### config.mk
export PLATFORM = sky130hd
export DESIGN_NAME = transpose_ram
export DESIGN_NICKNAME = d
export VERILOG_FILES = /design/src/source/dct_pkg.sv /design/src/source/transpose_ram.sv
export SDC_FILE = /design/constraint.sdc
export NUM_CORES = 2
export LEC_CHECK = 0
export CAP_MARGIN = 20
export CORE_MARGIN = 10
export CORE_UTILIZATION = 30
export CTS_CLUSTER_SIZE = 14
export DETAILED_ROUTE_END_ITERATION = 8
export DONT_BUFFER_PORTS = 1
export PLACE_DENSITY = 0.56
export SYNTH_ARGS = -nofsm -noshare
export SYNTH_HDL_FRONTEND = slang
export SYNTH_SLANG_ARGS = --single-unit
export TNS_END_PERCENT = 50
### constraint.sdc
create_clock -name clk -period 7.7 [get_ports clk]
set_input_delay 1.155 -clock clk [delete_from_list [all_inputs] [get_ports clk]]
set_output_delay 1.155 -clock clk [all_outputs]
set_load 0.01 [all_outputs]
### src/source/dct_pkg.sv
//***********************************************************
// shared widths, rounding positions and cosine table of the dct
// constants are unsigned, lane sign lives in the table msb
//***********************************************************
`default_nettype none

package dct_pkg;

  localparam int PIXEL_W    = 10;  // signed input sample
  localparam int TM_W       = 16;  // transpose memory word
  localparam int COEF_OUT_W = 13;  // final coefficient

  localparam int BLOCK_SIZE = 64;
  localparam int ROW_LEN    = 8;
  localparam int LANES      = ROW_LEN / 2;  // butterfly pairs
  localparam int CNT_W      = $clog2(BLOCK_SIZE);
  localparam int IDX_W      = $clog2(ROW_LEN);
  localparam int TM_ADDR_W  = 7;  // {page, row, k}

  // row pass keeps product [26:9], sum [18:3]
  localparam int ROW_PROD_LSB  = 9;
  localparam int ROW_ROUND_LSB = 3;
  // column pass keeps product [32:14], sum [20:8]
  localparam int COL_PROD_LSB  = 14;
  localparam int COL_ROUND_LSB = 8;

  localparam int ENGINE_LATENCY = 6;   // load to first k
  localparam int DCT_LATENCY    = 91;  // i_start to first o_dv

  localparam int CONST_W = 16;
  localparam int LANE_W  = CONST_W + 1;  // sign + magnitude

  // cos(n*pi/16) scaled, see table below for use per k
  localparam logic [CONST_W-1:0] C3 = 16'd54491;
  localparam logic [CONST_W-1:0] S3 = 16'd36410;
  localparam logic [CONST_W-1:0] C4 = 16'd46341;
  localparam logic [CONST_W-1:0] C6 = 16'd25080;
  localparam logic [CONST_W-1:0] S6 = 16'd60547;
  localparam logic [CONST_W-1:0] C7 = 16'd12785;
  localparam logic [CONST_W-1:0] S7 = 16'd64277;

  // row k, lane j; msb set means negative constant
  localparam logic [0:ROW_LEN-1][0:LANES-1][LANE_W-1:0] COEF_TABLE = {
    {{1'b0, C4}, {1'b0, C4}, {1'b0, C4}, {1'b0, C4}},  // k0
    {{1'b0, S7}, {1'b0, C3}, {1'b0, S3}, {1'b0, C7}},  // k1
    {{1'b0, S6}, {1'b0, C6}, {1'b1, C6}, {1'b1, S6}},  // k2
    {{1'b0, C3}, {1'b1, C7}, {1'b1, S7}, {1'b1, S3}},  // k3
    {{1'b0, C4}, {1'b1, C4}, {1'b1, C4}, {1'b0, C4}},  // k4
    {{1'b0, S3}, {1'b1, S7}, {1'b0, C7}, {1'b0, C3}},  // k5
    {{1'b0, C6}, {1'b1, S6}, {1'b0, S6}, {1'b1, C6}},  // k6
    {{1'b0, C7}, {1'b1, S3}, {1'b0, C3}, {1'b1, S7}}   // k7
  };

  typedef logic signed [PIXEL_W-1:0]    pixel_t;
  typedef logic signed [TM_W-1:0]       tm_word_t;
  typedef logic signed [COEF_OUT_W-1:0] dct_coef_t;

  // transpose memory write port bundle
  typedef struct packed {
    logic                 en;
    logic [TM_ADDR_W-1:0] addr;
    tm_word_t             data;
  } tm_write_t;

  // output stream bundle
  typedef struct packed {
    logic      valid;
    dct_coef_t coef;
  } dct_out_t;

endpackage

`default_nettype wire

### src/source/transpose_ram.sv
//***********************************************************
// 128 x 16 two-port memory, registered read, no read-through
//***********************************************************
`default_nettype none

module transpose_ram (
  input  wire logic                        clk,
  input  wire dct_pkg::tm_write_t          i_wr,
  input  wire logic [dct_pkg::TM_ADDR_W-1:0] i_rd_addr,
  output dct_pkg::tm_word_t                o_rd_data
);
  import dct_pkg::*;

  tm_word_t mem [2**TM_ADDR_W];  // two pages of 64 words

  always_ff @(posedge clk) begin
    if (i_wr.en) begin
      mem[i_wr.addr] <= i_wr.data;
    end
    o_rd_data <= mem[i_rd_addr];  // old data on same-address collision
  end

endmodule

`default_nettype wire

==> flow_summary_export.csv <==
group,metric,value,unit
worst_setup_path,arrival,5970,ps
power_and_ir_drop,internal_power,18300,uW
sta,skew,37.9,ps
sta,setup_violations,0,
floorplanning,dieWidth,532,um
outcome,status,"finished clean",
cts,h-tree-depth,4,
finish,fin_util,0.347,
min_path,hold_path_class,"primary input to register",
floorplanning,initial_core_util,0.302,
cts,cts_resized,0,
synthesis,synth-main-ff-cell,"edfxtp_1",
sta,tightest_slew,1400,ps
global_route,overflow,0,
floorplanning,die_h,532,um
sta,finalHoldViolCount,0,
worst_setup_path,path_buf_inv,3,
synthesis,synth_warnings,0,
synthesis,syn_nets,3118,
worst_setup_path,cp_slowest_stage_delay,770,ps
floorplanning,ios,48,
floorplanning,core_area,260000,sq um
worst_setup_path,cpLargestDelayFamily,"buffers and inverters",
global_route,grt_usage,0.136,
floorplanning,dieArea,283000,sq um
worst_setup_path,critPathKind,"primary input to register",
finish,n_fill_cell,23672,
synthesis,synth-seq-cells,2064,
synthesis,syn_area,78500,sq um
global_route,grt_pass1_vias,35418,
worst_setup_path,end_kind,"register",
cts,clock_latency,850,ps
synthesis,async_reset_ff_frac,0,
synthesis,synth_cells,3086,
drt,drt_iter0_drc,3924,
power_and_ir_drop,seq_power_share,0.543,
synthesis,synth_edf_count,2048,
synthesis,synth_common_cells,"edfxtp_1, mux4_2, nor2_1, clkbuf_1, buf_2",
drt,post_drt_via_cell_ratio,4.97,
power_and_ir_drop,total_leakage_power,0.0268,uW
cts,cts_made_buffers,199,
synthesis,synthDistinctLibCells,17,
global_route,grt_max_degree,513,
synthesis,yosysSeqAreaShare,0.787,
worst_setup_path,worstPathRequired,8430,ps
power_and_ir_drop,p_sw_frac,0.204,
global_route,grt_pass1_wl,278,mm
worst_setup_path,startpoint_type,"primary input",
synthesis,yosysMostFrequentCell,"edfxtp_1",
sta,fin_tns_setup,0,ps
floorplanning,fp-row-count,187,
worst_setup_path,rrSetupSlack,5140,ps
power_and_ir_drop,pwr-share-clk,0.424,
placement,dp_hpwl,103,mm
finish,drive_above_1_share,0.343,
drt,route.detailed.drc,0,
drt,ant_nets,0,
sta,slew_violations,0,
synthesis,avgSynthCellArea,25.4,sq um
synthesis,synth.top_cells.by_area,"edfxtp_1, mux4_2, nor2_1",
global_route,antenna_found_initial,11,
sta,relSlewSlack,0.0675,
drt,wl_per_cell,28.5,um
drt,detail_route.first_pass.iterations,5,
drt,num_vias,34305,
worst_setup_path,crit_fanout,128,
cts,clock-sinks,2064,
drt,drt_wl_total,196,mm
flow_run,drv_cap,0,
placement,portBuffers,0,
finish,nets,3270,
power_and_ir_drop,peakVddDrop,0.202,mV
placement,gp_congestion,0.733,
cts,cts.path.max_buffers,3,
cts,cts_hold_buf,0,
sta,post-route-period-util,0.680,
synthesis,synth_top_cell_area_share,0.783,
cts,cts_tree,"built",
power_and_ir_drop,p_sw,4680,uW
worst_setup_path,cpMaxStageDelayCell,"buf_16",
cts,clk_pin_slew,70,ps
sta,rsz0062_at_grt,"false",
cts,clock_tree.root_cell,"clkbuf_16",
power_and_ir_drop,power_frac_comb,0.033,
finish,layout-area-overhead-vs-synth,14.7,%
synthesis,yosysTopAreaCell,"edfxtp_1",
power_and_ir_drop,p_per_area,255,nW/um^2
sta,period_needed,5240,ps
sta,max_freq,0.191,GHz
cts,post-cts-setup-buffers,0,
worst_setup_path,crit_chain,"buf_16 > buf_16 > buf_16 > mux4_2 > mux4_2 > mux4_2 > mux2_2",
-- cell type report --
cell class / instances / area (sq um) / area share
sequential: 2064 / 61800 / 0.686
multi-input combinational: 858 / 16400 / 0.182
clock buffer: 239 / 5170 / 0.0574
tap: 3496 / 4370 / 0.0486
clock inverter: 125 / 1370 / 0.0152
timing repair buffer: 115 / 943 / 0.0105
antenna: 3 / 7.51 / 0.0000833
-- logic make-up after synthesis --
group / synth area share
buffers and inverters: 0.00881
flip-flops: 0.787
multiplexers: 0.195
AND/OR/NAND/NOR: 0.00888
-- through the flow --
step | hold slack (ps) | total power (uW) | cell area (sq um) | std cells | setup slack [ps]
final | 439 | 22900 | 90100 | 6900 | 2460
after global routing | 381 | 23600 | 90100 | 6898 | 2170
after CTS | 358 | 23200 | 90100 | 6897 | 2740
after detailed placement | 1110 | 13500 | 83500 | 6533 | 1830
after global placement | 1120 | 13500 | 83500 | 6533 | 1880
after floorplan | 1070 | 13300 | 78500 | 3086 | 4050
-- cell usage in the layout, fill, tap and decap left out, types with 14 or more instances in the layout --
master / count
clkinv_1: 49
buf_4: 111
nor2_4: 29
clkinv_2: 37
edfxtp_1: 2048
dfxtp_1: 16
mux2_2: 16
bufinv_16: 18
nor2_2: 47
clkbuf_16: 200
nand2_1: 14
mux4_2: 672
nor2_1: 46
clkbuf_1: 37
-- power groups by stage --
stage / Sequential (uW) / Clock (uW) / Combinational, uW
2_1_floorplan: 12700 / 0 / 607
3_3_place_gp: 12700 / 0 / 762
3_5_place_dp: 12700 / 0 / 762
4_1_cts: 12500 / 9930 / 764
5_1_grt: 12500 / 10400 / 786
6_report: 12500 / 9730 / 759
-- worst paths after layout --
check / startpoint / to / cells after the start
min reg2reg: mem[118][13] / o_rd_data[13] / 4
max reg2reg: mem[87][12] / o_rd_data[12] / 4
min: i_wr[0] / mem[19][0] / 0
max: i_rd_addr[0] / o_rd_data[1] / 7
-- registers in the layout, indices dropped and copies added, names as in the netlist --
name	flops
mem	2048
o_rd_data	16
-- per-layer routing --
metal  track usage  up-vias  wire (um)
li1              -    13782          -
met1         0.183    19166      80800
met4        0.0354        0       4550
met5             0        -          0
met2         0.228     1136      99300
met3        0.0219      221      11800
-- worst register-to-register path, cell delays in order (launching register included) --
cell      delay, ps
edfxtp_1        370
mux4_2          490
mux4_2          630
mux4_2          650
mux2_2          310
No activity file was read; power rests on OpenSTA's default activity.
