<file path="src/source/dct_pkg.sv">
//***********************************************************
// shared widths, rounding positions and cosine table of the dct
// constants are unsigned, lane sign lives in the table msb
//***********************************************************
`default_nettype none

package dct_pkg;

  localparam int PIXEL_W    = 10;  // signed input sample
  localparam int TM_W       = 16;  // transpose memory word
  localparam int COEF_OUT_W = 13;  // final coefficient

  localparam int BLOCK_SIZE = 64;
  localparam int ROW_LEN    = 8;
  localparam int LANES      = ROW_LEN / 2;  // butterfly pairs
  localparam int CNT_W      = $clog2(BLOCK_SIZE);
  localparam int IDX_W      = $clog2(ROW_LEN);
  localparam int TM_ADDR_W  = 7;  // {page, row, k}

  // row pass keeps product [26:9], sum [18:3]
  localparam int ROW_PROD_LSB  = 9;
  localparam int ROW_ROUND_LSB = 3;
  // column pass keeps product [32:14], sum [20:8]
  localparam int COL_PROD_LSB  = 14;
  localparam int COL_ROUND_LSB = 8;

  localparam int ENGINE_LATENCY = 6;   // load to first k
  localparam int DCT_LATENCY    = 91;  // i_start to first o_dv

  localparam int CONST_W = 16;
  localparam int LANE_W  = CONST_W + 1;  // sign + magnitude

  // cos(n*pi/16) scaled, see table below for use per k
  localparam logic [CONST_W-1:0] C3 = 16'd54491;
  localparam logic [CONST_W-1:0] S3 = 16'd36410;
  localparam logic [CONST_W-1:0] C4 = 16'd46341;
  localparam logic [CONST_W-1:0] C6 = 16'd25080;
  localparam logic [CONST_W-1:0] S6 = 16'd60547;
  localparam logic [CONST_W-1:0] C7 = 16'd12785;
  localparam logic [CONST_W-1:0] S7 = 16'd64277;

  // row k, lane j; msb set means negative constant
  localparam logic [0:ROW_LEN-1][0:LANES-1][LANE_W-1:0] COEF_TABLE = {
    {{1'b0, C4}, {1'b0, C4}, {1'b0, C4}, {1'b0, C4}},  // k0
    {{1'b0, S7}, {1'b0, C3}, {1'b0, S3}, {1'b0, C7}},  // k1
    {{1'b0, S6}, {1'b0, C6}, {1'b1, C6}, {1'b1, S6}},  // k2
    {{1'b0, C3}, {1'b1, C7}, {1'b1, S7}, {1'b1, S3}},  // k3
    {{1'b0, C4}, {1'b1, C4}, {1'b1, C4}, {1'b0, C4}},  // k4
    {{1'b0, S3}, {1'b1, S7}, {1'b0, C7}, {1'b0, C3}},  // k5
    {{1'b0, C6}, {1'b1, S6}, {1'b0, S6}, {1'b1, C6}},  // k6
    {{1'b0, C7}, {1'b1, S3}, {1'b0, C3}, {1'b1, S7}}   // k7
  };

  typedef logic signed [PIXEL_W-1:0]    pixel_t;
  typedef logic signed [TM_W-1:0]       tm_word_t;
  typedef logic signed [COEF_OUT_W-1:0] dct_coef_t;

  // transpose memory write port bundle
  typedef struct packed {
    logic                 en;
    logic [TM_ADDR_W-1:0] addr;
    tm_word_t             data;
  } tm_write_t;

  // output stream bundle
  typedef struct packed {
    logic      valid;
    dct_coef_t coef;
  } dct_out_t;

endpackage

`default_nettype wire

</file>
<file path="src/source/row_dct_engine.sv">
//***********************************************************
// 8-point 1-d dct datapath, coefficient k = 0..7 one per cycle
// loads at least 8 cycles apart, first k 6 cycles after load
//***********************************************************
`default_nettype none

module row_dct_engine #(
  parameter type sample_t  = dct_pkg::pixel_t,
  parameter int  PROD_LSB  = dct_pkg::ROW_PROD_LSB,
  parameter int  ROUND_LSB = dct_pkg::ROW_ROUND_LSB,
  parameter int  OUT_W     = dct_pkg::TM_W
) (
  input  wire logic             clk,
  input  wire sample_t          i_sample,
  input  wire logic             i_load,    // 8th sample on i_sample
  output logic                  o_valid,
  output logic [OUT_W-1:0]      o_coef
);
  import dct_pkg::*;

  localparam int SW    = $bits(sample_t);
  localparam int BW    = SW + 1;              // butterfly sum
  localparam int PW    = SW + CONST_W + 1;    // product, top bit always 0
  localparam int KW    = PW - PROD_LSB;       // kept product slice
  localparam int SUM_W = ROUND_LSB + OUT_W;   // final sum, wraps like the original
  localparam int VL_W  = ROW_LEN + ENGINE_LATENCY - 1;

  sample_t                 sr [ROW_LEN-1];  // previous 7 samples, [0] newest
  sample_t                 x  [ROW_LEN];    // captured row, [0] oldest
  logic [IDX_W-1:0]        idx;             // k of the butterfly stage
  logic [IDX_W-1:0]        idx_d;           // k of the table lookup
  logic signed [BW-1:0]    bf     [LANES];
  logic [BW-1:0]           bf_abs [LANES];
  logic [SW-1:0]           mag    [LANES];
  logic                    sgn    [LANES];
  logic [LANE_W-1:0]       lane_c [LANES];
  logic [PW-1:0]           prod   [LANES];
  logic [KW-1:0]           pk     [LANES];
  logic signed [KW-1:0]    p      [LANES];
  logic signed [KW:0]      pair0;
  logic signed [KW:0]      pair1;
  logic signed [SUM_W-1:0] sum;
  logic [VL_W-1:0]         ld_sr;           // load history for valid

  // sample window, shifts every cycle
  always_ff @(posedge clk) begin
    sr[0] <= i_sample;
    for (int m = 1; m < ROW_LEN - 1; m++) begin
      sr[m] <= sr[m-1];
    end
    if (i_load) begin  // window + current input = whole row
      for (int j = 0; j < ROW_LEN - 1; j++) begin
        x[j] <= sr[ROW_LEN-2-j];
      end
      x[ROW_LEN-1] <= i_sample;
    end
  end

  // k counter restarts on every load, free running otherwise
  always_ff @(posedge clk) begin
    if (i_load) idx <= '0;
    else        idx <= idx + 1'b1;
    idx_d <= idx;
  end

  // butterfly, sum for even k and difference for odd k
  always_ff @(posedge clk) begin
    for (int j = 0; j < LANES; j++) begin
      if (!idx[0]) bf[j] <= x[j] + x[ROW_LEN-1-j];
      else         bf[j] <= x[j] - x[ROW_LEN-1-j];
    end
  end

  always_comb begin
    for (int j = 0; j < LANES; j++) begin
      bf_abs[j] = bf[j][BW-1] ? -bf[j] : bf[j];
    end
  end

  // magnitude and sign, table row fetched alongside
  always_ff @(posedge clk) begin
    for (int j = 0; j < LANES; j++) begin
      sgn[j]    <= bf[j][BW-1];
      mag[j]    <= bf_abs[j][SW-1:0];  // msb dropped as in the original
      lane_c[j] <= COEF_TABLE[idx_d][j];
    end
  end

  // unsigned multiply, slice, then restore sign
  always_comb begin
    for (int j = 0; j < LANES; j++) begin
      prod[j] = PW'(mag[j]) * PW'(lane_c[j][CONST_W-1:0]);
      pk[j]   = prod[j][PW-1:PROD_LSB];
    end
  end

  always_ff @(posedge clk) begin
    for (int j = 0; j < LANES; j++) begin
      p[j] <= (sgn[j] ^ lane_c[j][CONST_W]) ? -pk[j] : pk[j];
    end
  end

  // adder tree, first level registered
  always_ff @(posedge clk) begin
    pair0 <= p[0] + p[1];
    pair1 <= p[2] + p[3];
  end

  assign sum = pair0 + pair1;  // second level feeds the round register

  always_ff @(posedge clk) begin
    o_coef <= sum[SUM_W-1:ROUND_LSB] + {{(OUT_W-1){1'b0}}, sum[ROUND_LSB-1]};
  end

  // one load gives 8 valid cycles starting at load + latency
  always_ff @(posedge clk) begin
    ld_sr <= {ld_sr[VL_W-2:0], i_load};
  end

  assign o_valid = |ld_sr[VL_W-1:ENGINE_LATENCY-1];

endmodule

`default_nettype wire

</file>
<file path="src/source/dct_row_stage.sv">
//***********************************************************
// row pass, next i_start no earlier than 64 cycles after the last
// writes row r, k to {page, r, k}, page flips per block
//***********************************************************
`default_nettype none

module dct_row_stage (
  input  wire logic               clk,
  input  wire logic               i_rst_n,
  input  wire logic               i_start,    // with sample 0
  input  wire dct_pkg::pixel_t    i_sample,
  output dct_pkg::tm_write_t      o_wr,
  output logic                    o_page_done, // last write of a block
  output logic                    o_done_page  // page just filled, valid with done
);
  import dct_pkg::*;

  logic             in_active;
  logic [CNT_W-1:0] in_cnt;     // index of the sample on i_sample
  logic             row_end;
  logic             eng_valid;
  logic [TM_W-1:0]  eng_coef;
  logic [CNT_W-1:0] wr_cnt;     // 8*row + k
  logic             page;

  always_ff @(posedge clk) begin
    if (!i_rst_n) begin
      in_active <= 1'b0;
      in_cnt    <= '0;
    end else if (i_start) begin
      in_active <= 1'b1;
      in_cnt    <= CNT_W'(1);  // sample 0 is the start cycle itself
    end else if (in_active) begin
      in_cnt <= in_cnt + 1'b1;
      if (in_cnt == CNT_W'(BLOCK_SIZE - 1)) in_active <= 1'b0;
    end
  end

  assign row_end = in_active && (in_cnt[IDX_W-1:0] == IDX_W'(ROW_LEN - 1));

  row_dct_engine #(
    .sample_t  (pixel_t),
    .PROD_LSB  (ROW_PROD_LSB),
    .ROUND_LSB (ROW_ROUND_LSB),
    .OUT_W     (TM_W)
  ) u_engine (
    .clk      (clk),
    .i_sample (i_sample),
    .i_load   (row_end),
    .o_valid  (eng_valid),
    .o_coef   (eng_coef)
  );

  always_ff @(posedge clk) begin
    if (!i_rst_n) begin
      wr_cnt <= '0;
      page   <= 1'b0;
    end else if (eng_valid) begin
      wr_cnt <= wr_cnt + 1'b1;
      if (wr_cnt == CNT_W'(BLOCK_SIZE - 1)) page <= ~page;  // 64th write
    end
  end

  always_comb begin
    o_wr.en   = eng_valid;
    o_wr.addr = {page, wr_cnt};  // row in [5:3], k in [2:0]
    o_wr.data = tm_word_t'(eng_coef);
  end

  assign o_page_done = eng_valid && (wr_cnt == CNT_W'(BLOCK_SIZE - 1));
  assign o_done_page = page;

endmodule

`default_nettype wire

</file>
<file path="config.mk">
export PLATFORM = sky130hd
export DESIGN_NAME = dct_row_stage
export DESIGN_NICKNAME = d
export VERILOG_FILES = /design/src/source/dct_pkg.sv /design/src/source/row_dct_engine.sv /design/src/source/dct_row_stage.sv
export SDC_FILE = /design/constraint.sdc
export NUM_CORES = 2
export LEC_CHECK = 0
export ABC_AREA = 0
export BUFFER_PORTS_ARGS = -buffer_cell sky130_fd_sc_hd__buf_4
export CORE_ASPECT_RATIO = 0.9
export CORE_MARGIN = 4
export CORE_UTILIZATION = 50
export CTS_CLUSTER_DIAMETER = 120
export DETAILED_ROUTE_END_ITERATION = 6
export GPL_ROUTABILITY_DRIVEN = 0
export GPL_TIMING_DRIVEN = 0
export MAX_ROUTING_LAYER = met4
export PLACE_DENSITY = 0.65
export SKIP_LAST_GASP = 1
export SYNTH_ARGS = -nofsm -noshare
export SYNTH_HDL_FRONTEND = slang
export SYNTH_SLANG_ARGS = --single-unit
</file>
<file path="constraint.sdc">
create_clock -name clk -period 18.9 [get_ports clk]
set_input_delay 0 -clock clk [delete_from_list [all_inputs] [get_ports clk]]
set_output_delay 0 -clock clk [all_outputs]
set_load 0.02 [all_outputs]
</file>
==> results_dict.tcl <==
set metrics [dict create \
    fp-row-count 94 \
    path_max_fanout 10 \
    grt_overflow 0 \
    cp.required_ps 19350 \
    ys_seq_area_share_pct 25.74 \
    via_count 26113 \
    ys.flop_type "dfxtp_1" \
    reg2regPathDepth 23 \
    start_util_pct 50.81 \
    fin_crit_ps 7734 \
    ys_types 94 \
    clockBufferDepth 3 \
    timing.final.crit_share_pct 40.92 \
    layout_common_cells "inv_1, nand2_1, fa_1, dfxtp_1, ha_1" \
    ys_ff_latch 441 \
    drive_gt1_share_pct 4.035 \
    grt_max_degree 68 \
    syn_nets 4736 \
    antenna_found_initial 2 \
    io_buffers 38 \
    htree_num_levels 2 \
    clock.fmax_mhz 129.3 \
    r2r_slack_ps 11170 \
    clock_latency_ps 590 \
    finClkSkew_ps 20.26 \
    die-area_mm2 0.07927 \
    ant_nets 0 \
    critPathKind "register to register" \
    final-max-slew-violation-count 0 \
    synthesis.area_mm2 0.03741 \
    status "finished, final reports clean" \
    yosysTopAreaCell "fa_1" \
    firstDrtPassIters 5 \
    hpwl_um 69480 \
    mostFrequentLayoutCell "inv_1" \
    grt_pass1_wl_um 139800 \
    numCtsBuffers 46 \
    fp.coreArea_mm2 0.07363 \
    cts_root_buf "clkbuf_16" \
    grt_use_total_pct 22.97 \
    finalHoldViolCount 0 \
    area_growth_pct 8.937 \
    critPathSlowestCell "clkbuf_1" \
    grt_pass1_vias 25669 \
    cts_tree "done" \
    hold_depth 2 \
    fp.dieW_um 296.3 \
    critical_path.cell_chain "clkbuf_1, nand2_1, fa_1, inv_1, fa_1, fa_1, fa_1, inv_1, fa_1, inv_1, ha_1, clkbuf_1, a21oi_1, nand2_1, a2111oi_2, nor3_1, a31oi_1, o211ai_1, nor4_2, nand3_1, o41ai_1, a31oi_1, xor2_1" \
    routedWlPerCell_um 17.13 \
    worst_pin_slew_ps 1022 \
    syn_area_per_cell_um2 9.529 \
    max_stage_delay_ps 700 \
    drtIter0Drc 1582 \
    yosys.area.top_type_share_pct 23.65 \
    tns_ps 0 \
    worst-endpoint-arrival_ps 8190 \
    num_io_pins 39 \
    fillCellCount 6578 \
    finalSetupViolCount 0 \
    min_from "i_sample[0]" \
    path_clk_slew_ps 60 \
    rsz0062_at_grt "no" \
    avgViaCountPerCell 5.197 \
    cpMostUsedCell "fa_1" \
    drt_wl_total_um 86080 \
    synth-async-reset-ratio_pct 0 \
    fp.dieH_um 267.5 \
    fin_nets 4836 \
    ys_warn_count 0 \
    critPathCaptureType "register" \
    synthTopCellsByArea "fa_1, dfxtp_1, ha_1" \
    r2r_start "u_engine.lane_c[2][14]$_DFF_P_" \
    startpoint "u_engine.lane_c[2][14]$_DFF_P_" \
    min_path_type "input port to register" \
    maxSlewHeadroom_pct 31.87 \
    cap_violations 0 \
    start_kind "register" \
    r2r-end "u_engine.p[0][13]$_DFF_P_" \
    min_to "u_engine.sr[0][0]$_DFF_P_" \
    synth_cells 3926 \
    synth_edf_count 80 \
    cts_sinks 441 \
    postCtsResizedCells 0 \
    remaining_drc_errors 0 \
]
-- per-layer routing --
metal,up-vias,global-route usage [%],share of wire (%)
met5,-,-,0
li1,12777,-,-
met4,0,7.025,3.5
met3,129,4.934,7.9
met1,12391,32.67,47
met2,816,33.00,42
-- state kept, by name (all words and copies together) (netlist names) --
register	cells
in_active	1
in_cnt	6
o_done_page	1
u_engine.bf	44
u_engine.idx	3
u_engine.idx_d	3
u_engine.lane_c	44
u_engine.ld_sr	13
u_engine.mag	40
u_engine.o_coef	16
u_engine.p	72
u_engine.pair0	19
u_engine.pair1	19
u_engine.sgn	4
u_engine.sr	70
u_engine.x	80
wr_cnt	6
-- cell families after synthesis --
kind of cell | share of synthesized area [%]
AO/OA/AOI/OAI | 8.683
XOR/XNOR | 6.719
adder cells (fa/ha/maj) | 35.55
buffers and inverters | 7.435
flip-flops | 25.74
multiplexers | 0.4381
AND/OR/NAND/NOR | 15.43
-- per-stage QoR --
stage / cells / worst slack [ps] / hold WS [ps] / instance area [um^2] / util (%)
2_1_floorplan: 3926 / 12500 / 27.72 / 37410 / -
3_3_place_gp: 4924 / 11300 / 117.4 / 38900 / 52.83
3_5_place_dp: 4925 / 11280 / 118.1 / 38930 / 52.87
4_1_cts: 5024 / 11240 / 30.51 / 40750 / 55.35
5_1_grt: 5025 / 10690 / 38.80 / 40750 / 55.35
6_report: 5025 / 11170 / 70.60 / 40750 / 55.35
-- worst max-delay path by stage --
stage	slack, ps	cells after the start	endpoint
finish	11170	23	u_engine.p[0][13]$_DFF_P_
global route	10690	23	u_engine.p[0][13]$_DFF_P_
CTS	11240	23	u_engine.p[0][13]$_DFF_P_
detailed placement	11280	23	u_engine.p[0][13]$_DFF_P_
global placement	11300	23	u_engine.p[0][13]$_DFF_P_
floorplan	12500	22	u_engine.p[1][13]$_DFF_P_
-- worst max-delay path: cells and delay by family (launching register included) --
family                   cells  cell delay [ps]
AO/OA/AOI/OAI                6             1710
XOR/XNOR                     1              180
adder cells (fa/ha/maj)      6             2900
buffers and inverters        5             1020
flip-flops                   1              550
AND/OR/NAND/NOR              5             1230
-- Yosys cell counts, drive strengths merged, types with 17 or more instances --
cell    count
nand2b     19
nor2      138
xnor2     196
o21a       25
clkbuf    130
inv       591
ha        355
o21ai      90
o21bai     17
and2      324
and3       17
nand2     468
a211oi     19
a21o       41
nor2b      19
a31oi      27
o31ai      24
edfxtp     80
nand4      17
a21oi     139
xor2       91
nand3      25
fa        442
dfxtp     361
nor3       50
or3        25
-- area by class of cell --
class	instances	area (um^2)	share of cell area [%]
Multi-Input combinational cell	2750	25000	61.35
Sequential cell	441	9629	23.63
Inverter	592	2222	5.453
Clock buffer	60	1275	3.129
Tap cell	960	1201	2.947
Buffer	143	559.3	1.372
Timing Repair Buffer	52	442.9	1.087
Clock inverter	26	419.2	1.029
Antenna cell	1	2.502	0.006140
-- timing repair --
| action | in CTS | in global routing |
|---|---|---|
| endpoints found under the hold margin | 34 | 0 |
| endpoints found under the setup margin | 0 | 0 |
| buffers inserted | 0 | 0 |
| hold buffers | 13 | 0 |
Power is not shown: default switching activity piles up to over one toggle a cycle in this logic, so the estimate is an artifact.
