### src/source/dct_pkg.sv
//***********************************************************
// shared widths, rounding positions and cosine table of the dct
// constants are unsigned, lane sign lives in the table msb
//***********************************************************
`default_nettype none

package dct_pkg;

  localparam int PIXEL_W    = 10;  // signed input sample
  localparam int TM_W       = 16;  // transpose memory word
  localparam int COEF_OUT_W = 13;  // final coefficient

  localparam int BLOCK_SIZE = 64;
  localparam int ROW_LEN    = 8;
  localparam int LANES      = ROW_LEN / 2;  // butterfly pairs
  localparam int CNT_W      = $clog2(BLOCK_SIZE);
  localparam int IDX_W      = $clog2(ROW_LEN);
  localparam int TM_ADDR_W  = 7;  // {page, row, k}

  // row pass keeps product [26:9], sum [18:3]
  localparam int ROW_PROD_LSB  = 9;
  localparam int ROW_ROUND_LSB = 3;
  // column pass keeps product [32:14], sum [20:8]
  localparam int COL_PROD_LSB  = 14;
  localparam int COL_ROUND_LSB = 8;

  localparam int ENGINE_LATENCY = 6;   // load to first k
  localparam int DCT_LATENCY    = 91;  // i_start to first o_dv

  localparam int CONST_W = 16;
  localparam int LANE_W  = CONST_W + 1;  // sign + magnitude

  // cos(n*pi/16) scaled, see table below for use per k
  localparam logic [CONST_W-1:0] C3 = 16'd54491;
  localparam logic [CONST_W-1:0] S3 = 16'd36410;
  localparam logic [CONST_W-1:0] C4 = 16'd46341;
  localparam logic [CONST_W-1:0] C6 = 16'd25080;
  localparam logic [CONST_W-1:0] S6 = 16'd60547;
  localparam logic [CONST_W-1:0] C7 = 16'd12785;
  localparam logic [CONST_W-1:0] S7 = 16'd64277;

  // row k, lane j; msb set means negative constant
  localparam logic [0:ROW_LEN-1][0:LANES-1][LANE_W-1:0] COEF_TABLE = {
    {{1'b0, C4}, {1'b0, C4}, {1'b0, C4}, {1'b0, C4}},  // k0
    {{1'b0, S7}, {1'b0, C3}, {1'b0, S3}, {1'b0, C7}},  // k1
    {{1'b0, S6}, {1'b0, C6}, {1'b1, C6}, {1'b1, S6}},  // k2
    {{1'b0, C3}, {1'b1, C7}, {1'b1, S7}, {1'b1, S3}},  // k3
    {{1'b0, C4}, {1'b1, C4}, {1'b1, C4}, {1'b0, C4}},  // k4
    {{1'b0, S3}, {1'b1, S7}, {1'b0, C7}, {1'b0, C3}},  // k5
    {{1'b0, C6}, {1'b1, S6}, {1'b0, S6}, {1'b1, C6}},  // k6
    {{1'b0, C7}, {1'b1, S3}, {1'b0, C3}, {1'b1, S7}}   // k7
  };

  typedef logic signed [PIXEL_W-1:0]    pixel_t;
  typedef logic signed [TM_W-1:0]       tm_word_t;
  typedef logic signed [COEF_OUT_W-1:0] dct_coef_t;

  // transpose memory write port bundle
  typedef struct packed {
    logic                 en;
    logic [TM_ADDR_W-1:0] addr;
    tm_word_t             data;
  } tm_write_t;

  // output stream bundle
  typedef struct packed {
    logic      valid;
    dct_coef_t coef;
  } dct_out_t;

endpackage

`default_nettype wire

### src/source/row_dct_engine.sv
//***********************************************************
// 8-point 1-d dct datapath, coefficient k = 0..7 one per cycle
// loads at least 8 cycles apart, first k 6 cycles after load
//***********************************************************
`default_nettype none

module row_dct_engine #(
  parameter type sample_t  = dct_pkg::pixel_t,
  parameter int  PROD_LSB  = dct_pkg::ROW_PROD_LSB,
  parameter int  ROUND_LSB = dct_pkg::ROW_ROUND_LSB,
  parameter int  OUT_W     = dct_pkg::TM_W
) (
  input  wire logic             clk,
  input  wire sample_t          i_sample,
  input  wire logic             i_load,    // 8th sample on i_sample
  output logic                  o_valid,
  output logic [OUT_W-1:0]      o_coef
);
  import dct_pkg::*;

  localparam int SW    = $bits(sample_t);
  localparam int BW    = SW + 1;              // butterfly sum
  localparam int PW    = SW + CONST_W + 1;    // product, top bit always 0
  localparam int KW    = PW - PROD_LSB;       // kept product slice
  localparam int SUM_W = ROUND_LSB + OUT_W;   // final sum, wraps like the original
  localparam int VL_W  = ROW_LEN + ENGINE_LATENCY - 1;

  sample_t                 sr [ROW_LEN-1];  // previous 7 samples, [0] newest
  sample_t                 x  [ROW_LEN];    // captured row, [0] oldest
  logic [IDX_W-1:0]        idx;             // k of the butterfly stage
  logic [IDX_W-1:0]        idx_d;           // k of the table lookup
  logic signed [BW-1:0]    bf     [LANES];
  logic [BW-1:0]           bf_abs [LANES];
  logic [SW-1:0]           mag    [LANES];
  logic                    sgn    [LANES];
  logic [LANE_W-1:0]       lane_c [LANES];
  logic [PW-1:0]           prod   [LANES];
  logic [KW-1:0]           pk     [LANES];
  logic signed [KW-1:0]    p      [LANES];
  logic signed [KW:0]      pair0;
  logic signed [KW:0]      pair1;
  logic signed [SUM_W-1:0] sum;
  logic [VL_W-1:0]         ld_sr;           // load history for valid

  // sample window, shifts every cycle
  always_ff @(posedge clk) begin
    sr[0] <= i_sample;
    for (int m = 1; m < ROW_LEN - 1; m++) begin
      sr[m] <= sr[m-1];
    end
    if (i_load) begin  // window + current input = whole row
      for (int j = 0; j < ROW_LEN - 1; j++) begin
        x[j] <= sr[ROW_LEN-2-j];
      end
      x[ROW_LEN-1] <= i_sample;
    end
  end

  // k counter restarts on every load, free running otherwise
  always_ff @(posedge clk) begin
    if (i_load) idx <= '0;
    else        idx <= idx + 1'b1;
    idx_d <= idx;
  end

  // butterfly, sum for even k and difference for odd k
  always_ff @(posedge clk) begin
    for (int j = 0; j < LANES; j++) begin
      if (!idx[0]) bf[j] <= x[j] + x[ROW_LEN-1-j];
      else         bf[j] <= x[j] - x[ROW_LEN-1-j];
    end
  end

  always_comb begin
    for (int j = 0; j < LANES; j++) begin
      bf_abs[j] = bf[j][BW-1] ? -bf[j] : bf[j];
    end
  end

  // magnitude and sign, table row fetched alongside
  always_ff @(posedge clk) begin
    for (int j = 0; j < LANES; j++) begin
      sgn[j]    <= bf[j][BW-1];
      mag[j]    <= bf_abs[j][SW-1:0];  // msb dropped as in the original
      lane_c[j] <= COEF_TABLE[idx_d][j];
    end
  end

  // unsigned multiply, slice, then restore sign
  always_comb begin
    for (int j = 0; j < LANES; j++) begin
      prod[j] = PW'(mag[j]) * PW'(lane_c[j][CONST_W-1:0]);
      pk[j]   = prod[j][PW-1:PROD_LSB];
    end
  end

  always_ff @(posedge clk) begin
    for (int j = 0; j < LANES; j++) begin
      p[j] <= (sgn[j] ^ lane_c[j][CONST_W]) ? -pk[j] : pk[j];
    end
  end

  // adder tree, first level registered
  always_ff @(posedge clk) begin
    pair0 <= p[0] + p[1];
    pair1 <= p[2] + p[3];
  end

  assign sum = pair0 + pair1;  // second level feeds the round register

  always_ff @(posedge clk) begin
    o_coef <= sum[SUM_W-1:ROUND_LSB] + {{(OUT_W-1){1'b0}}, sum[ROUND_LSB-1]};
  end

  // one load gives 8 valid cycles starting at load + latency
  always_ff @(posedge clk) begin
    ld_sr <= {ld_sr[VL_W-2:0], i_load};
  end

  assign o_valid = |ld_sr[VL_W-1:ENGINE_LATENCY-1];

endmodule

`default_nettype wire

### src/source/dct_column_stage.sv
//***********************************************************
// column pass, reads a full page column by column
// output u-major, o_pre_first one cycle before coefficient 0
//***********************************************************
`default_nettype none

module dct_column_stage (
  input  wire logic                        clk,
  input  wire logic                        i_rst_n,
  input  wire logic                        i_page_done,
  input  wire logic                        i_done_page,
  output logic [dct_pkg::TM_ADDR_W-1:0]    o_rd_addr,
  input  wire dct_pkg::tm_word_t           i_rd_data,   // one cycle after address
  output dct_pkg::dct_out_t                o_out,
  output logic                             o_pre_first
);
  import dct_pkg::*;

  logic                      rd_active;
  logic                      rd_page;
  logic [CNT_W-1:0]          rd_cnt;    // [2:0] row, [5:3] column k
  logic                      col_end;
  logic                      load_q;    // col_end aligned to read data
  logic                      first_q;   // load of column 0
  logic [ENGINE_LATENCY-2:0] pf_sr;
  logic                      eng_valid;
  logic [COEF_OUT_W-1:0]     eng_coef;
  logic                      dv_q;
  logic [CNT_W-1:0]          out_cnt;

  // read scan, a new page restarts it even on the last count
  always_ff @(posedge clk) begin
    if (!i_rst_n) begin
      rd_active <= 1'b0;
      rd_page   <= 1'b0;
      rd_cnt    <= '0;
    end else if (i_page_done) begin
      rd_active <= 1'b1;
      rd_page   <= i_done_page;
      rd_cnt    <= '0;
    end else if (rd_active) begin
      rd_cnt <= rd_cnt + 1'b1;
      if (rd_cnt == CNT_W'(BLOCK_SIZE - 1)) rd_active <= 1'b0;
    end
  end

  assign o_rd_addr = {rd_page, rd_cnt[IDX_W-1:0], rd_cnt[CNT_W-1:IDX_W]};  // transposed
  assign col_end   = rd_active && (rd_cnt[IDX_W-1:0] == IDX_W'(ROW_LEN - 1));

  always_ff @(posedge clk) begin
    if (!i_rst_n) begin
      load_q  <= 1'b0;
      first_q <= 1'b0;
      pf_sr   <= '0;
      dv_q    <= 1'b0;
      out_cnt <= '0;
    end else begin
      load_q  <= col_end;
      first_q <= col_end && (rd_cnt[CNT_W-1:IDX_W] == '0);
      pf_sr   <= {pf_sr[ENGINE_LATENCY-3:0], first_q};
      // 64-cycle output window, back to back blocks chain
      if (o_pre_first) begin
        dv_q    <= 1'b1;
        out_cnt <= '0;
      end else if (dv_q) begin
        out_cnt <= out_cnt + 1'b1;
        if (out_cnt == CNT_W'(BLOCK_SIZE - 1)) dv_q <= 1'b0;
      end
    end
  end

  assign o_pre_first = pf_sr[ENGINE_LATENCY-2];

  row_dct_engine #(
    .sample_t  (tm_word_t),
    .PROD_LSB  (COL_PROD_LSB),
    .ROUND_LSB (COL_ROUND_LSB),
    .OUT_W     (COEF_OUT_W)
  ) u_engine (
    .clk      (clk),
    .i_sample (i_rd_data),
    .i_load   (load_q),
    .o_valid  (eng_valid),
    .o_coef   (eng_coef)
  );

  // engine valid, limited to the live block window
  always_comb begin
    o_out.valid = dv_q & eng_valid;
    o_out.coef  = dct_coef_t'(eng_coef);
  end

endmodule

`default_nettype wire

### config.mk
export PLATFORM = sky130hd
export DESIGN_NAME = dct_column_stage
export DESIGN_NICKNAME = d
export VERILOG_FILES = /design/src/source/dct_pkg.sv /design/src/source/row_dct_engine.sv /design/src/source/dct_column_stage.sv
export SDC_FILE = /design/constraint.sdc
export NUM_CORES = 2
export LEC_CHECK = 0
export CORE_MARGIN = 5
export CORE_UTILIZATION = 28
export DETAILED_ROUTE_END_ITERATION = 8
export DONT_BUFFER_PORTS = 1
export GPL_TIMING_DRIVEN = 0
export SETUP_SLACK_MARGIN = 0.5
export SLEW_MARGIN = 20
export SYNTH_ARGS = -nofsm -noshare
export SYNTH_HDL_FRONTEND = slang
export SYNTH_HIERARCHICAL = 1
export SYNTH_SLANG_ARGS = --single-unit
### constraint.sdc
create_clock -name clk -period 9.6 [get_ports clk]
set_clock_uncertainty 0.15 [all_clocks]
set_input_delay 0.48 -clock clk [delete_from_list [all_inputs] [get_ports clk]]
set_output_delay 0.48 -clock clk [all_outputs]
set_load 0.01 [all_outputs]
==> summary.txt <==
Timing
  • Fin crit share: 0.886
  • Hold slack: 0.0728 ns
  • Final Slew Violations: 0
  • Setup_tns: 0 ns
  • Max transition margin: 0.230
  • Setup violators final: 0
  • Final-report hold violation count: 0
  • Worst slew pin tran: 1.16 ns
  • Post-layout minimum cycle time: 8.50 ns
  • Max frequency: 118 MHz
  • RSZ-0062 raised after global routing: no

Yosys
  • Sequential area share after synthesis: 0.234
  • Synth Warn #: 6
  • Most common cell in the netlist: inv_1
  • Top post-synthesis cells by count: inv_1, fa_1, nand2_1
  • Avg Inst Size Synth: 9.54 µm²
  • Synth top area share: 0.278
  • Library cells used by synthesis: 99
  • EDFF count, synth: 128
  • Leading area contributor after synthesis: fa_1
  • Ys flop type: dfxtp_1
  • Post-synth ARST share: 0
  • Yosys reg bits: 590
  • Syn Std Cell Area: 0.0560 mm²
  • Syn_nets: 7220
  • Synth top area cells: fa_1, dfxtp_1, ha_1
  • Synthesized instance count: 5871

Worst hold path
  • Hold path depth: 3
  • Hold WC Path Type: in -> reg

Route
  • Post-route ant nets: 0
  • Via-per-instance ratio: 4.62
  • Drt initial violations: 2804
  • Post-DR wirelength/cell: 17.6 µm
  • Iteration count of the initial detailed-routing pass: 6
  • Met3 wire length: 10800 µm
  • Final wirelength: 152000 µm
  • DR top layer: met5
  • Met1 WL: 68000 µm
  • Routed wl met2: 66200 µm
  • Post-route DRC: 0
  • Vias: 40.0k

Placed design
  • # port buffers: 0
  • Post-DP HPWL: 127000 µm
  • GPL Wtd Cong: 0.970

Die
  • Row Count: 164
  • Top-level I/O count: 42
  • Die area: 0.209 mm²
  • Initial Util: 0.281
  • Die Width: 457 µm
  • Die H: 457 µm
  • Core area: 0.199 mm²

Critical path
  • WP depth: 22
  • Worst Path Buf+Inv: 5
  • CP max stage cell: clkbuf_1
  • Worst setup path end: u_engine/p[3][13]$_DFF_P_
  • Crit-path cells: clkbuf_1 > clkbuf_1 > nand2_1 > fa_1 > inv_1 > fa_1 > inv_1 > fa_1 > fa_1 > fa_1 > fa_1 > inv_1 > ha_1 > o211ai_1 > o21bai_1 > o21ai_1 > nand2b_1 > a311oi_1 > nand3_1 > nor2_1 > a31oi_1 > xnor2_1
  • Max incr delay on CP: 0.86 ns
  • Critical path capture point type: flop
  • Startpoint Class: flop
  • Worst R2R Path Depth: 22
  • Largest delay share family, worst path: adder cells
  • Arr. time, crit path: 8.87 ns
  • Reg2reg setup slack: 1.10 ns
  • Critical path required time: 9.97 ns
  • Reg2Reg Launch Point: u_engine/lane_c[3][8]$_DFF_P_
  • R2R Path End: u_engine/p[3][13]$_DFF_P_
  • Crit path from: u_engine/lane_c[3][8]$_DFF_P_
  • WS Path Type: reg -> reg
  • Worst-path fanout max: 10
  • Most used cell, CP: fa_1

Clock network
  • Clk_lat worst skew: 0.65 ns
  • CTS tree: yes
  • CTS buffer count: 59
  • Clock root cell: clkbuf_16
  • Max Buffers Root-to-Sink: 3
  • H-tree levels: 2
  • Cts repair resizes: 0
  • CTS clk-pin slew, worst paths: 0.06 ns
  • Sink Count: 590

Power
  • P per Cell Area: 303 mW/mm²
  • Leak: 0.0282 µW
  • VDD IR max: 345 µV

Run
  • Max-Cap Viols: 0

Status
  • Outcome: completed

Global route
  • Largest net degree at the start of global routing: 59
  • First-pass GRT wire length: 241000 µm
  • Total gr overflow: 0
  • Tot GR Track Use: 0.145
  • Initial antenna violation count: 8
  • Number of global-route vias before repair: 41.7k

Cells and area
  • Layout cells sized above 1: 0.0285
  • Final Net Count: 7303
  • # fillers: 20.6k
  • P&R area growth vs syn: 10.2%
-- cell type report --
class | count | area, µm² | area share
diodes | 5 | 12.5 | 0.000203
plain buffers | 198 | 768 | 0.0124
clock buffers | 77 | 1690 | 0.0273
clock inverters | 34 | 444 | 0.00719
inverters | 1005 | 3770 | 0.0611
multi-input cells | 4078 | 38400 | 0.622
flip-flops and latches | 590 | 13100 | 0.212
well taps | 2656 | 3320 | 0.0538
repair buffers | 22 | 256 | 0.00415
-- cell usage in the layout, fill, tap and decap left out, drive strengths merged, types with 58 or more instances in the layout --
cell type and instances:
xnor2 270, edfxtp 128, a21oi 208, dfxtp 462
ha 551, nand2 756, nor2 213, clkbuf 261
inv 1013, fa 778, o21ai 130, xor2 85
and2 452, nor3 58
-- through the flow --
step / cells / power (µW) / instance area (µm²) / util / worst slack (ns)
floorplan: 5871 / 12800 / 56000 / - / 2.81
finish: 8665 / 18700 / 61700 / 0.310 / 1.10
global placement: 8527 / 15900 / 59300 / 0.297 / 0.878
global route: 8664 / 20600 / 61700 / 0.310 / 0.676
CTS: 8659 / 18800 / 61700 / 0.309 / 1.12
detailed placement: 8529 / 16100 / 59400 / 0.298 / 1.16
-- routing by layer --
metal / vias to the layer above / track usage
met5: - / 0
met4: 4 / 0.0581
met3: 275 / 0.0248
met2: 1355 / 0.227
met1: 19739 / 0.200
li1: 18669 / -
-- flip-flops by register name (all words and copies together) (netlist names), 3 cells and up --
| signal | cells |
|---|---|
| u_engine/x | 128 |
| u_engine/sr | 112 |
| u_engine/p | 76 |
| u_engine/bf | 68 |
| u_engine/mag | 64 |
| u_engine/lane_c | 44 |
| u_engine/pair0 | 20 |
| u_engine/pair1 | 20 |
| u_engine/ld_sr | 13 |
| u_engine/o_coef | 13 |
| out_cnt | 6 |
| rd_cnt | 6 |
| pf_sr | 5 |
| u_engine/sgn | 4 |
| u_engine/idx | 3 |
| u_engine/idx_d | 3 |
-- how the worst min path moves through the flow --
stage,start,end
global placement,u_engine/ld_sr[4]$_DFF_P_,u_engine/ld_sr[5]$_DFF_P_
floorplan,u_engine/ld_sr[0]$_DFF_P_,u_engine/ld_sr[1]$_DFF_P_
finish,i_rst_n,rd_active$_SDFF_PN0_
global route,i_rst_n,rd_page$_SDFFE_PN0P_
detailed placement,u_engine/ld_sr[4]$_DFF_P_,u_engine/ld_sr[5]$_DFF_P_
CTS,i_rst_n,rd_active$_SDFF_PN0_
-- cell families after synthesis --
kind of cell	after synthesis	share of synthesized area
simple gates	1749	0.152
buf+inv	1203	0.0810
xor+xnor	355	0.0555
fa+ha+maj	1329	0.401
mux	16	0.00295
compound gates	629	0.0735
flops	590	0.234
-- worst reg2reg max path, delay by kind of cell, from the launching register on --
| kind | cells | cell delay (ns) |
|---|---|---|
| DFF | 1 | 0.30 |
| AOI/OAI and AO/OA | 5 | 1.96 |
| xor gates and xnor gates | 1 | 0.14 |
| adders and majority gates | 7 | 3.33 |
| buffers and inverters | 5 | 1.65 |
| and+or+nand+nor | 4 | 0.86 |
-- power by group --
group	leakage, µW	internal [µW]	switching, µW	total (µW)
combinational	0.0221	5130	7940	13100
sequential	0.00503	3000	203	3200
clock	0.00104	1440	1020	2460
total	0.0282	9570	9160	18700
-- repair_timing --
action	4_1_cts	5_1_grt
endpoints found under the hold margin	42	0
hold buffers	19	0
setup buffers	0	0
Note: power is estimated with default switching activity, not from simulation.
